## config.mk

```make
export PLATFORM = sky130hd
export DESIGN_NAME = writeBack
export DESIGN_NICKNAME = d
export VERILOG_FILES = /design/src/design/rvIsaPkg.sv /design/src/design/cpuCtrlPkg.sv /design/src/design/writeBack.sv
export SDC_FILE = /design/constraint.sdc
export NUM_CORES = 1
export LEC_CHECK = 0
export BUFFER_PORTS_ARGS = -buffer_cell sky130_fd_sc_hd__buf_2
export CORE_UTILIZATION = 30
export DETAILED_ROUTE_END_ITERATION = 12
export PLACE_DENSITY_LB_ADDON = 0.1
export SKIP_LAST_GASP = 1
export SLEW_MARGIN = 5
export SYNTH_ARGS = -nofsm -noshare
export SYNTH_HDL_FRONTEND = slang
export SYNTH_SLANG_ARGS = --single-unit
```

## constraint.sdc

```tcl
create_clock -name vclk -period 2.2
set_input_delay 0.33 -clock vclk [all_inputs]
set_output_delay 0.33 -clock vclk [all_outputs]
set_load 0.02 [all_outputs]
```

## src/design/rvIsaPkg.sv

```systemverilog
package rvIsaPkg;

    // Major opcodes, inst[6:0]
    parameter logic [6:0] opLui    = 7'b0110111;
    parameter logic [6:0] opJal    = 7'b1101111;
    parameter logic [6:0] opBranch = 7'b1100011;
    parameter logic [6:0] opLoad   = 7'b0000011;
    parameter logic [6:0] opStore  = 7'b0100011;
    parameter logic [6:0] opImm    = 7'b0010011;
    parameter logic [6:0] opReg    = 7'b0110011;

    // ALU funct3
    parameter logic [2:0] f3Add  = 3'b000;
    parameter logic [2:0] f3Sll  = 3'b001;
    parameter logic [2:0] f3Slt  = 3'b010;
    parameter logic [2:0] f3Sltu = 3'b011;
    parameter logic [2:0] f3Xor  = 3'b100;
    parameter logic [2:0] f3Sr   = 3'b101;   // SRL or SRA by bit 30
    parameter logic [2:0] f3Or   = 3'b110;
    parameter logic [2:0] f3And  = 3'b111;

    // Branch funct3
    parameter logic [2:0] f3Beq = 3'b000;
    parameter logic [2:0] f3Bne = 3'b001;
    parameter logic [2:0] f3Blt = 3'b100;
    parameter logic [2:0] f3Bge = 3'b101;

    // Load and store sizes
    parameter logic [2:0] f3Byte  = 3'b000;
    parameter logic [2:0] f3Half  = 3'b001;
    parameter logic [2:0] f3Word  = 3'b010;
    parameter logic [2:0] f3ByteU = 3'b100;
    parameter logic [2:0] f3HalfU = 3'b101;

    // Field positions
    parameter int rdLsb  = 7;
    parameter int f3Lsb  = 12;
    parameter int rs1Lsb = 15;
    parameter int rs2Lsb = 20;
    parameter int altBit = 30;   // funct7 bit picking SUB and SRA

    parameter logic [31:0] nopInst = 32'h0000_0013;   // ADDI x0,x0,0

endpackage

```

## src/design/cpuCtrlPkg.sv

```systemverilog
package cpuCtrlPkg;

    // ALU operations
    typedef enum logic [3:0] {
        aluAdd,
        aluSub,
        aluAnd,
        aluOr,
        aluXor,
        aluSlt,
        aluSltu,
        aluSll,
        aluSrl,
        aluSra,
        aluPassB   // Operand B straight through, for LUI
    } aluOpT;

    // Write-back source
    typedef enum logic [1:0] {
        wbAlu,
        wbLoad,
        wbPc4
    } wbSelT;

    // Same coding as funct3 of loads and stores
    typedef logic [2:0] memSizeT;

endpackage

```

## src/design/writeBack.sv

```systemverilog
`timescale 1ns/1ns

module writeBack (
    input  logic [31:0]         aluResult,
    input  logic [31:0]         loadWord,
    input  logic [31:0]         pcPlus4,
    input  cpuCtrlPkg::memSizeT memSize,
    input  cpuCtrlPkg::wbSelT   wbSel,
    output logic [31:0]         wbData
);
    logic [7:0]  loadByte;
    logic [15:0] loadHalf;
    logic [31:0] loadVal;

    // Pick the addressed lane
    assign loadByte = loadWord[{aluResult[1:0], 3'b000} +: 8];
    assign loadHalf = aluResult[1] ? loadWord[31:16] : loadWord[15:0];

    always_comb begin
        case (memSize)
            rvIsaPkg::f3Byte:  loadVal = {{24{loadByte[7]}}, loadByte};
            rvIsaPkg::f3ByteU: loadVal = {24'b0, loadByte};
            rvIsaPkg::f3Half:  loadVal = {{16{loadHalf[15]}}, loadHalf};
            rvIsaPkg::f3HalfU: loadVal = {16'b0, loadHalf};
            default:           loadVal = loadWord;   // LW
        endcase
    end

    always_comb begin
        case (wbSel)
            cpuCtrlPkg::wbLoad: wbData = loadVal;
            cpuCtrlPkg::wbPc4:  wbData = pcPlus4;   // JAL link
            default:            wbData = aluResult;
        endcase
    end

endmodule

```

# --- Word-level counts from Yosys, hierarchy flattened ---
# Index checks and enable logic that the tools add are counted.
classes:
  eq_ne: 5
  n_reduce_logical: 1
  shifts: 1
  n_mux: 3
ops:
  columns: ["op", "count"]
  rows:
  - ["$pmux W32 S4", 1]
  - ["$pmux W32 S2", 1]
  - ["$shiftx A32 B6 Y8", 1]
  - ["$mux W16", 1]
  - ["$eq A3 B3 Y1 const B", 2]
  - ["$eq A3 B1 Y1 const B", 1]
  - ["$logic_not A3 Y1", 1]
  - ["$eq A2 B1 Y1 const B", 1]
  - ["$eq A2 B2 Y1 const B", 1]
totals:
  inputBits: 101
  regBits: 0
  output_inout_bits: 32
  word_cells: 10

# --- Longest topological paths before layout ---
# Gate-level depths: netlist (run 1).
depth:
  depth_word: 3
  mapped_depth: 8
  ltp_nobuf: 6

# --- Worst setup path after synthesis (run 1) ---
# Ideal clock, no wire load.
synth_timing:
  kind: "input-to-output"
  start: "input port wbSel[0]"
  end: "output port wbData[16]"
  path_slack_ps: 77
  t_required_ps: 1870
  path_stages: 8
  n_path_buf: 2
  arrival_ps: 1793
  path_cell_list: "inv_1 -> ha_1 -> clkbuf_1 -> nand2b_4 -> a2111oi_4 -> o21ai_2 -> buf_6 -> o211ai_1"
synth_via:
  elab_chain_len: 2
  word_cells_on_any_way: 3
  classes_between: "eq/ne (2); mux (1)"
synth_lines:
  columns: ["element", "line_no", "rtl"]
  rows:
  - ["start: declaration", "writeBack.sv:8", "input cpuCtrlPkg::wbSelT wbSel,"]
  - ["$eq A2 B2 Y1 / $eq A2 B1 Y1 (equally long branches)", "writeBack.sv:30", "case (wbSel)"]
  - ["$pmux W32 S2 *", "writeBack.sv:30", null]
  - ["end: declaration", "writeBack.sv:9", "output logic [31:0] wbData"]
# Mark *: on every way between the ends. The rest lies on a longest branch, timed or not.

# --- Worst setup path in the final report (run 1) ---
layout_timing:
  start: "input port wbSel[0]"
  end: "output port wbData[18]"
# The elaborated chain is that of the path after synthesis.

==> load_flow_metrics.sql, run 1 <==
INSERT INTO impl_metrics (metric_group, metric, value, unit) VALUES
('finish', 'final_layout_size_suffix_gt1_share', '51.0', '%'),
('grt', 'gr-total-overflow', '0', ''),
('pwr', 'powerDensity', '269', 'mW/mm^2'),
('route', 'wire_per_inst', '15.0', 'um'),
('pwr', 'total_leakage_power', '0.966', 'nW'),
('synth', 'synth_top_cell_by_area', 'a22oi_1', ''),
('pwr', 'share_seq_of_total_power', '0', '%'),
('synth', 'synth_fp_nets', '280', ''),
('place', 'post-dp-hpwl', '4.16', 'mm'),
('setup_path', 'crit_arrival', '1.77', 'ns'),
('pwr', 'net_switching', '0.296', 'mW'),
('finish', 'final_cell_mix', 'buf_2, a22oi_1, nand2_1', ''),
('synth', 'netlist_instances', '177', ''),
('setup_path', 'type_of_the_setup_path_with_the_least_slack', 'input port to primary output', ''),
('job', 'max_cap_viol_count', '0', ''),
('finish', 'mostFrequentLayoutCell', 'buf_2', ''),
('synth', 'synth.yosys.seq_area_share', '0', '%'),
('finish', 'clockBufferCount', '0', ''),
('setup_path', 'cp-endpoint', 'wbData[18]', ''),
('place', 'count_of_port_buffers_added_during_placement', '133', ''),
('synth', 'synth_top_cells_by_area', 'a22oi_1, o211ai_1, mux2i_1, o21ai_0, nand2_1', ''),
('sta', 'layout_setup_ws', '0.104', 'ns'),
('setup_path', 'setup.worst_path.start', 'wbSel[0]', ''),
('floorplan', 'rows', '22', ''),
('grt', 'grt_start_max_net_pins', '30', ''),
('grt', 'grt_antenna_before_repair', '0', ''),
('sta', 'slew_headroom', '70.3', '%'),
('route', 'via_per_inst', '5.32', ''),
('floorplan', 'floorplan.die_area', '0.00415', 'mm^2'),
('route', 'detail_route.iter0.violations', '83', ''),
('synth', 'post_synth.cell_area_avg', '6.61', 'um^2'),
('finish', 'final_design_area_no_fill', '0.00193', 'mm^2'),
('synth', 'synth_top_area_share', '19.9', '%'),
('finish', 'antenna_cells_inserted', '0', ''),
('sta', 'final_max_slew_viol_count', '0', ''),
('sta', 'timing.final.setup_violations', '0', ''),
('finish', 'synthToLayoutAreaGrowth', '65.2', '%'),
('floorplan', 'design.core.area', '0.00369', 'mm^2'),
('grt', 'first_pass_grt_wire_length', '8.13', 'mm'),
('finish', 'seq_cells', '0', ''),
('finish', 'fillerInstances', '403', ''),
('floorplan', 'io-pin-count', '133', ''),
('hold_path', 'worst_hold_path_type', 'input port to primary output', ''),
('sta', 'post-route-min-period', '2.10', 'ns'),
('sta', 'hold_viol_final', '0', ''),
('synth', 'yosysWarnings', '0', ''),
('pwr', 'pwr-share-comb', '100.0', '%'),
('place', 'gpl.final_weighted_congestion', '0.878', ''),
('floorplan', 'height_of_the_die', '64.4', 'um'),
('sta', 'worst_pin_slew', '0.434', 'ns'),
('floorplan', 'die_width', '64.4', 'um'),
('setup_path', 'setup.worst_path.end_class', 'primary output', ''),
('place', 'placement.setup.worst_slack', '-0.0567', 'ns'),
('sta', 'grt_setup_unrepaired', 'no', ''),
('grt', 'global_route.usage.total', '24.2', '%'),
('synth', 'syn_area', '0.00117', 'mm^2'),
('route', 'detail-route-antenna-nets', '0', ''),
('grt', 'number_of_global_route_vias_before_repair', '1674', ''),
('sta', 'fmax', '477', 'MHz'),
('setup_path', 'startpoint_type', 'input port', ''),
('route', 'drt-pass1-iter-count', '4', ''),
('floorplan', 'start_util', '31.7', '%'),
('pwr', 'largest_voltage_drop_on_the_vdd_net', '0.113', 'mV'),
('route', 'post-route-drc-count', '0', ''),
('finish', 'nNetsFinal', '409', ''),
('route', 'routed-via-count', '1871', ''),
('synth', 'netlist_cell_types', '34', ''),
('run_status', 'status', 'finished clean', ''),
('pwr', 'power_frac_clock', '0', '%'),
('sta', 'period_share', '95.3', '%'),
('pwr', 'cell_internal_pwr', '0.225', 'mW'),
('setup_path', 'critical_path_required', '1.87', 'ns'),
('setup_path', 'cp_max_fanout', '8', ''),
('hold_path', 'whs_path_depth', '3', ''),
('place', 'dpl-instance-area', '0.00191', 'mm^2'),
('finish', 'sequential_cell_area', '0', 'um^2'),
('pwr', 'swShare', '56.9', '%'),
('route', 'detail_route.wirelength', '5.27', 'mm');
==> what timing repair did <==
action                     in CTS  in global routing
buffers inserted                0                  1
pin swaps                       0                  1
hold buffers                    0                  0
resized for setup               1                  2
gates cloned                    0                  1
setup endpoints to repair      16                 22
==> layout make-up <==
cell class                      count  area, um^2  area share, %
Timing Repair Buffer              146         779           40.3
Tap cell                           48        60.1           3.11
Inverter                            4        15.0          0.777
Multi-Input combinational cell    154        1080           55.8
==> worst max-delay path, cell delays in order <==
cell and delay (ns):
buf_2 0.09, inv_1 0.04, ha_1 0.31, nand2b_4 0.18
a2111oi_4 0.19, buf_4 0.19, o21ai_2 0.13, o211ai_1 0.11
buf_2 0.19
==> kinds of logic (layout without fill, tap and decap cells) <==
kind of cell,count (synthesis),after routing,share of synthesized area [%]
adders and majority gates,2,2,2.14
and+or+nand+nor,47,47,21.0
AOI/OAI and AO/OA,94,95,58.1
muxes,10,10,9.63
buffers and inverters,24,150,9.20
==> worst min path at each step <==
stage / start / end / slack (ns)
after floorplan: aluResult[2] / wbData[2] / 0.86
after global placement: aluResult[7] / wbData[7] / 0.99
after detailed placement: aluResult[7] / wbData[7] / 0.99
after CTS: aluResult[7] / wbData[7] / 0.99
after global routing: aluResult[7] / wbData[7] / 1.0
final: aluResult[7] / wbData[7] / 0.99
==> power by group through the flow <==
stage          registers [mW]  logic [mW]  clock network [mW]
4_1_cts                     0       0.516                   0
2_1_floorplan               0       0.300                   0
3_3_place_gp                0       0.510                   0
5_1_grt                     0       0.568                   0
3_5_place_dp                0       0.511                   0
6_report                    0       0.521                   0
==> layer usage <==
layer | routed length [um] | GRT usage (%)
met3 | 422 | 2.11
met4 | 0 | 0
met5 | 0 | 0
met1 | 2390 | 32.9
met2 | 2460 | 43.7
==> cells in the mapped netlist (all sizes together) <==
master and n:
nand2b 4, a22oi 31, o21ai 22, nor2b 7
o221ai 1, nor3 4, clkbuf 12, o211ai 16
a2111oi 2, o31ai 1, buf 8, o22ai 6
nand2 18, and2 1, a221o 6, mux4 1
a211o 1, nor2 10, inv 4, mux2i 9
a21oi 8, ha 2, nor3b 2, nand3b 1
==> through the flow <==
step / hold WS (ns) / cells / power [mW] / setup TNS [ns] / utilization [%]
finish: 0.988 / 352 / 0.521 / 0 / 52.4
global route: 1.00 / 352 / 0.568 / 0 / 52.4
CTS: 0.993 / 350 / 0.516 / 0 / 51.9
detailed placement: 0.992 / 350 / 0.511 / -0.341 / 51.7
global placement: 0.986 / 350 / 0.510 / 0 / 51.7
floorplan: 0.855 / 177 / 0.300 / 0 / -
No activity file was read; power rests on OpenSTA's default activity.
==> inputs of run 2 (changes only) <==
==> constraint.sdc (replaced) <==
create_clock -name vclk -period 2.2
set_input_delay 0.22 -clock vclk [all_inputs]
set_output_delay 0.22 -clock vclk [all_outputs]
set_load 0.02 [all_outputs]
==> run 2 against run 1 <==
Effect of this change: hold slack worse by 0.22 ns; maximum frequency is 2.2% higher; total power is 2.5% lower.
==> load_flow_metrics.sql, run 2 (synthesis gave the netlist of run 1 again) <==
INSERT INTO impl_metrics (metric_group, metric, value, unit) VALUES
('run_status', 'status', 'finished clean', ''),
('floorplan', 'start_util', '31.7', '%'),
('finish', 'synthToLayoutAreaGrowth', '59.3', '%'),
('sta', 'fmax', '488', 'MHz'),
('route', 'wire_per_inst', '15.1', 'um'),
('route', 'via_per_inst', '5.44', ''),
('hold_path', 'whs_path_depth', '3', ''),
('finish', 'final_cell_mix', 'buf_2, a22oi_1, nand2_1', ''),
('setup_path', 'cp_max_fanout', '16', ''),
('sta', 'period_share', '93.2', '%'),
('sta', 'timing.final.setup_violations', '0', ''),
('setup_path', 'worst_path_dominant_cell_family', 'compound AO/OA/AOI/OAI gates', ''),
('route', 'routed-via-count', '1881', ''),
('route', 'detail_route.wirelength', '5.22', 'mm'),
('floorplan', 'floorplan.die_area', '0.00415', 'mm^2'),
('place', 'count_of_port_buffers_added_during_placement', '133', ''),
('sta', 'layout_setup_ws', '0.149', 'ns'),
('sta', 'final_max_slew_viol_count', '0', ''),
('setup_path', 'worst-path-buf-inv', '3', ''),
('setup_path', 'startpoint_type', 'input port', ''),
('sta', 'grt_setup_unrepaired', 'no', ''),
('setup_path', 'type_of_the_setup_path_with_the_least_slack', 'input port to primary output', ''),
('setup_path', 'critical_path.most_common_cell', 'buf_2', ''),
('grt', 'gr-total-overflow', '0', ''),
('floorplan', 'die_width', '64.4', 'um'),
('pwr', 'total_leakage_power', '0.934', 'nW'),
('route', 'detail_route.iter0.violations', '108', ''),
('floorplan', 'height_of_the_die', '64.4', 'um'),
('finish', 'final_layout_size_suffix_gt1_share', '50.0', '%'),
('finish', 'sequential_cell_area', '0', 'um^2'),
('sta', 'slew_headroom', '56.5', '%'),
('floorplan', 'io-pin-count', '133', ''),
('clocking', 'post_cts_resized', '0', ''),
('grt', 'first_pass_grt_wire_length', '8.25', 'mm'),
('sta', 'post-route-min-period', '2.05', 'ns'),
('finish', 'seq_cells', '0', ''),
('finish', 'fillerInstances', '403', ''),
('place', 'post-dp-hpwl', '4.23', 'mm'),
('clocking', 'cts_hold_buf', '0', ''),
('pwr', 'powerDensity', '273', 'mW/mm^2'),
('route', 'drt-pass1-iter-count', '4', ''),
('clocking', 'cts_post_setup_buffers_inserted', '0', ''),
('sta', 'totalNegativeSetupSlack', '0', 'ns'),
('route', 'detail-route-antenna-nets', '0', ''),
('setup_path', 'timing.critical_path.slowest_cell_delay', '0.35', 'ns'),
('floorplan', 'design.core.area', '0.00369', 'mm^2'),
('grt', 'number_of_global_route_vias_before_repair', '1780', ''),
('job', 'max_cap_viol_count', '0', ''),
('grt', 'grt_antenna_before_repair', '0', ''),
('route', 'post-route-drc-count', '0', ''),
('grt', 'global_route.usage.total', '24.5', '%'),
('grt', 'grt_start_max_net_pins', '29', ''),
('place', 'gpl.final_weighted_congestion', '0.838', ''),
('setup_path', 'crit_arrival', '1.83', 'ns'),
('setup_path', 'setup.worst_path.end_class', 'primary output', ''),
('pwr', 'largest_voltage_drop_on_the_vdd_net', '0.103', 'mV'),
('finish', 'nNetsFinal', '403', ''),
('finish', 'clockBufferCount', '0', ''),
('setup_path', 'path_depth', '8', ''),
('setup_path', 'slowest_cp_cell', 'a2111oi_4', ''),
('hold_path', 'worst_hold_path_type', 'input port to primary output', ''),
('setup_path', 'critical_path_required', '1.98', 'ns'),
('sta', 'hold_viol_final', '0', ''),
('floorplan', 'rows', '22', ''),
('pwr', 'overall_power', '0.508', 'mW'),
('setup_path', 'critical_path.cell_chain', 'buf_2, inv_1, ha_1, nand2b_4, a2111oi_4, o21ai_2, o211ai_1, buf_2', ''),
('finish', 'mostFrequentLayoutCell', 'buf_2', ''),
('sta', 'worst_pin_slew', '0.653', 'ns'),
('finish', 'antenna_cells_inserted', '0', ''),
('place', 'placement.setup.worst_slack', '0.144', 'ns');
==> run 2: cell types whose count changed in the layout (fill, tap and decap cells not counted), sizes merged <==
cell   change
buf        -5
o21ai      -1
==> run 2: power breakdown <==
group | internal [mW] | total [mW] | switching (mW)
logic | 0.216 | 0.508 | 0.292
registers | 0 | 0 | 0
clock network | 0 | 0 | 0
total | 0.216 | 0.508 | 0.292
==> run 2: final timing paths <==
check / endpoint / start / slack, ns
worst max-delay path: wbData[25] / wbSel[0] / 0.15
worst min-delay path: wbData[7] / aluResult[7] / 0.77
==> run 2: worst min-delay path: stages <==
cell and delay, ns:
buf_2 0.08, a211o_1 0.10, buf_2 0.15
==> run 2: cell type report <==
class	count	area [um^2]	share of cell area, %
Tap cell	48	60.1	3.22
Timing Repair Buffer	141	726	39.0
Inverter	4	15.0	0.806
Multi-Input combinational cell	153	1060	57.0
==> run 2: stage by stage <==
| stage | std cells | hold slack [ns] | util (%) | cell area, um^2 |
|---|---|---|---|---|
| 3_5_place_dp | 346 | 0.771 | 50.5 | 1860 |
| 6_report | 346 | 0.766 | 50.5 | 1860 |
| 3_3_place_gp | 346 | 0.768 | 50.5 | 1860 |
| 2_1_floorplan | 177 | 0.635 | - | 1170 |
| 5_1_grt | 346 | 0.782 | 50.5 | 1860 |
| 4_1_cts | 346 | 0.771 | 50.5 | 1860 |
==> run 2: routing by layer <==
metal  track usage [%]  part of all wire (%)  vias to the layer above
met2              43.8                    46                      108
met5                 0                     0                        -
met3              1.94                   9.0                        0
met1              33.3                    45                      835
li1                  -                     -                      938
met4             0.833                     0                        0
==> inputs of run 3 (changes only) <==
MAX_ROUTING_LAYER = met4   (was default)
==> run 3 against run 2 <==
Effect of this change: critical path depth did not move; maximum frequency rose by 2.1%; hold slack improved by 0.00083 ns; final cell count did not move; critical endpoint unchanged; combinational power barely moved; routed wire length rose by 0.29%; non-clock buffer count did not move; global-route usage rose by 0.67 points; die area did not move.
==> load_flow_metrics.sql, run 3 (synthesis gave the netlist of run 1 again) <==
INSERT INTO impl_metrics (metric_group, metric, value, unit) VALUES
('floorplan', 'start_util', '31.7', '%'),
('finish', 'fillerInstances', '406', ''),
('setup_path', 'slowest_cp_cell', 'a2111oi_4', ''),
('hold_path', 'worstHoldEndpoint', 'wbData[7]', ''),
('finish', 'synthToLayoutAreaGrowth', '59.9', '%'),
('setup_path', 'critical_path.most_common_cell', 'buf_2', ''),
('setup_path', 'critical_path_required', '1.98', 'ns'),
('pwr', 'cell_internal_pwr', '0.216', 'mW'),
('hold_path', 'whs_path_depth', '3', ''),
('finish', 'mostFrequentLayoutCell', 'buf_2', ''),
('pwr', 'powerDensity', '273', 'mW/mm^2'),
('route', 'detail_route.iter0.violations', '93', ''),
('finish', 'sequential_cell_area', '0', 'um^2'),
('hold_path', 'hold_crit_start', 'aluResult[7]', ''),
('finish', 'antenna_cells_inserted', '0', ''),
('setup_path', 'critical_path.cell_chain', 'buf_2, inv_1, ha_1, nand2b_4, a2111oi_4, o21ai_4, o211ai_1, buf_2', ''),
('pwr', 'share_seq_of_total_power', '0', '%'),
('route', 'detail_route.wirelength', '5.23', 'mm'),
('route', 'wire_per_inst', '15.1', 'um'),
('route', 'routed-via-count', '1893', ''),
('floorplan', 'rows', '22', ''),
('grt', 'first_pass_grt_wire_length', '8.24', 'mm'),
('pwr', 'largest_voltage_drop_on_the_vdd_net', '0.104', 'mV'),
('sta', 'hold_viol_final', '0', ''),
('sta', 'post-route-min-period', '2.01', 'ns'),
('route', 'drt-pass1-iter-count', '4', ''),
('sta', 'timing.final.setup_violations', '0', ''),
('finish', 'clockBufferCount', '0', ''),
('grt', 'global_route.usage.total', '25.1', '%'),
('floorplan', 'io-pin-count', '133', ''),
('sta', 'final_max_slew_viol_count', '0', ''),
('hold_path', 'worst_hold_path_type', 'input port to primary output', ''),
('finish', 'layoutNonFillerInstCount', '346', ''),
('grt', 'grt_start_max_net_pins', '29', ''),
('run_status', 'status', 'finished clean', ''),
('place', 'count_of_port_buffers_added_during_placement', '133', ''),
('pwr', 'swShare', '57.6', '%'),
('setup_path', 'cp_max_fanout', '16', ''),
('setup_path', 'crit_arrival', '1.79', 'ns'),
('pwr', 'total_leakage_power', '0.935', 'nW'),
('place', 'placed_cells_incl_taps', '346', ''),
('setup_path', 'type_of_the_setup_path_with_the_least_slack', 'input port to primary output', ''),
('sta', 'fmax', '498', 'MHz'),
('setup_path', 'timing.critical_path.slowest_cell_delay', '0.39', 'ns'),
('place', 'gpl.final_weighted_congestion', '0.851', ''),
('floorplan', 'design.core.area', '0.00369', 'mm^2'),
('pwr', 'net_switching', '0.294', 'mW'),
('place', 'post-dp-hpwl', '4.23', 'mm'),
('route', 'post-route-drc-count', '0', ''),
('grt', 'gr-total-overflow', '0', ''),
('sta', 'grt_setup_unrepaired', 'no', ''),
('grt', 'number_of_global_route_vias_before_repair', '1782', ''),
('floorplan', 'die_width', '64.4', 'um'),
('finish', 'nNetsFinal', '403', ''),
('finish', 'seq_cells', '0', ''),
('setup_path', 'worst_path_dominant_cell_family', 'compound AO/OA/AOI/OAI gates', ''),
('grt', 'grt_antenna_before_repair', '0', ''),
('sta', 'period_share', '91.3', '%'),
('setup_path', 'startpoint_type', 'input port', ''),
('job', 'max_cap_viol_count', '0', ''),
('pwr', 'power_frac_clock', '0', '%'),
('floorplan', 'floorplan.die_area', '0.00415', 'mm^2'),
('route', 'detail-route-antenna-nets', '0', ''),
('floorplan', 'height_of_the_die', '64.4', 'um'),
('pwr', 'pwr-share-comb', '100.0', '%'),
('sta', 'slew_headroom', '60.6', '%'),
('sta', 'totalNegativeSetupSlack', '0', 'ns'),
('finish', 'final_cell_mix', 'buf_2, a22oi_1, nand2_1', ''),
('sta', 'worst_pin_slew', '0.591', 'ns'),
('route', 'via_per_inst', '5.47', ''),
('finish', 'final_layout_size_suffix_gt1_share', '50.0', '%'),
('setup_path', 'worst-path-buf-inv', '3', ''),
('sta', 'fin_hold_ws', '0.767', 'ns'),
('setup_path', 'setup.worst_path.end_class', 'primary output', '');
-- run 3: layout make-up --
type	instances	area, um^2	area share [%]
Timing Repair Buffer	141	726	38.8
Multi-Input combinational cell	153	1070	57.2
Tap cell	48	60.1	3.21
Inverter	4	15.0	0.803
-- run 3: through the flow --
step / utilization, % / setup slack (ns) / power (mW) / cell area (um^2)
global route: 50.7 / 0.0530 / 0.558 / 1870
finish: 50.7 / 0.192 / 0.510 / 1870
detailed placement: 50.5 / 0.144 / 0.507 / 1860
global placement: 50.5 / 0.185 / 0.504 / 1860
CTS: 50.5 / 0.137 / 0.509 / 1860
floorplan: - / 0.297 / 0.300 / 1170
-- run 3: power by group through the flow --
| stage | clock network, mW | registers (mW) | logic (mW) |
|---|---|---|---|
| detailed placement | 0 | 0 | 0.507 |
| finish | 0 | 0 | 0.510 |
| global route | 0 | 0 | 0.558 |
| global placement | 0 | 0 | 0.504 |
| floorplan | 0 | 0 | 0.300 |
| CTS | 0 | 0 | 0.509 |
-- run 3: metal layers --
layer  track usage [%]  up-vias  share of wire (%)
li1                  -      940                  -
met1              33.4      837                 44
met2              43.8      114                 47
met3              1.76        2                9.1
met4             0.833        0               0.31
met5                 -        -                  0
-- run 3: worst max-delay path by stage --
stage / to / from / cells after the start / slack (ns)
3_5_place_dp: wbData[20] / wbSel[0] / 8 / 0.14
4_1_cts: wbData[20] / wbSel[0] / 8 / 0.14
6_report: wbData[25] / wbSel[0] / 8 / 0.19
5_1_grt: wbData[18] / wbSel[0] / 8 / 0.05
2_1_floorplan: wbData[16] / wbSel[0] / 8 / 0.30
3_3_place_gp: wbData[26] / wbSel[0] / 8 / 0.18
-- run 3: repair_timing --
item,CTS,global route
setup buffers,0,0
hold buffers,0,0
resized for setup,0,1
setup endpoints to repair,0,1
endpoints found under the hold margin,0,0
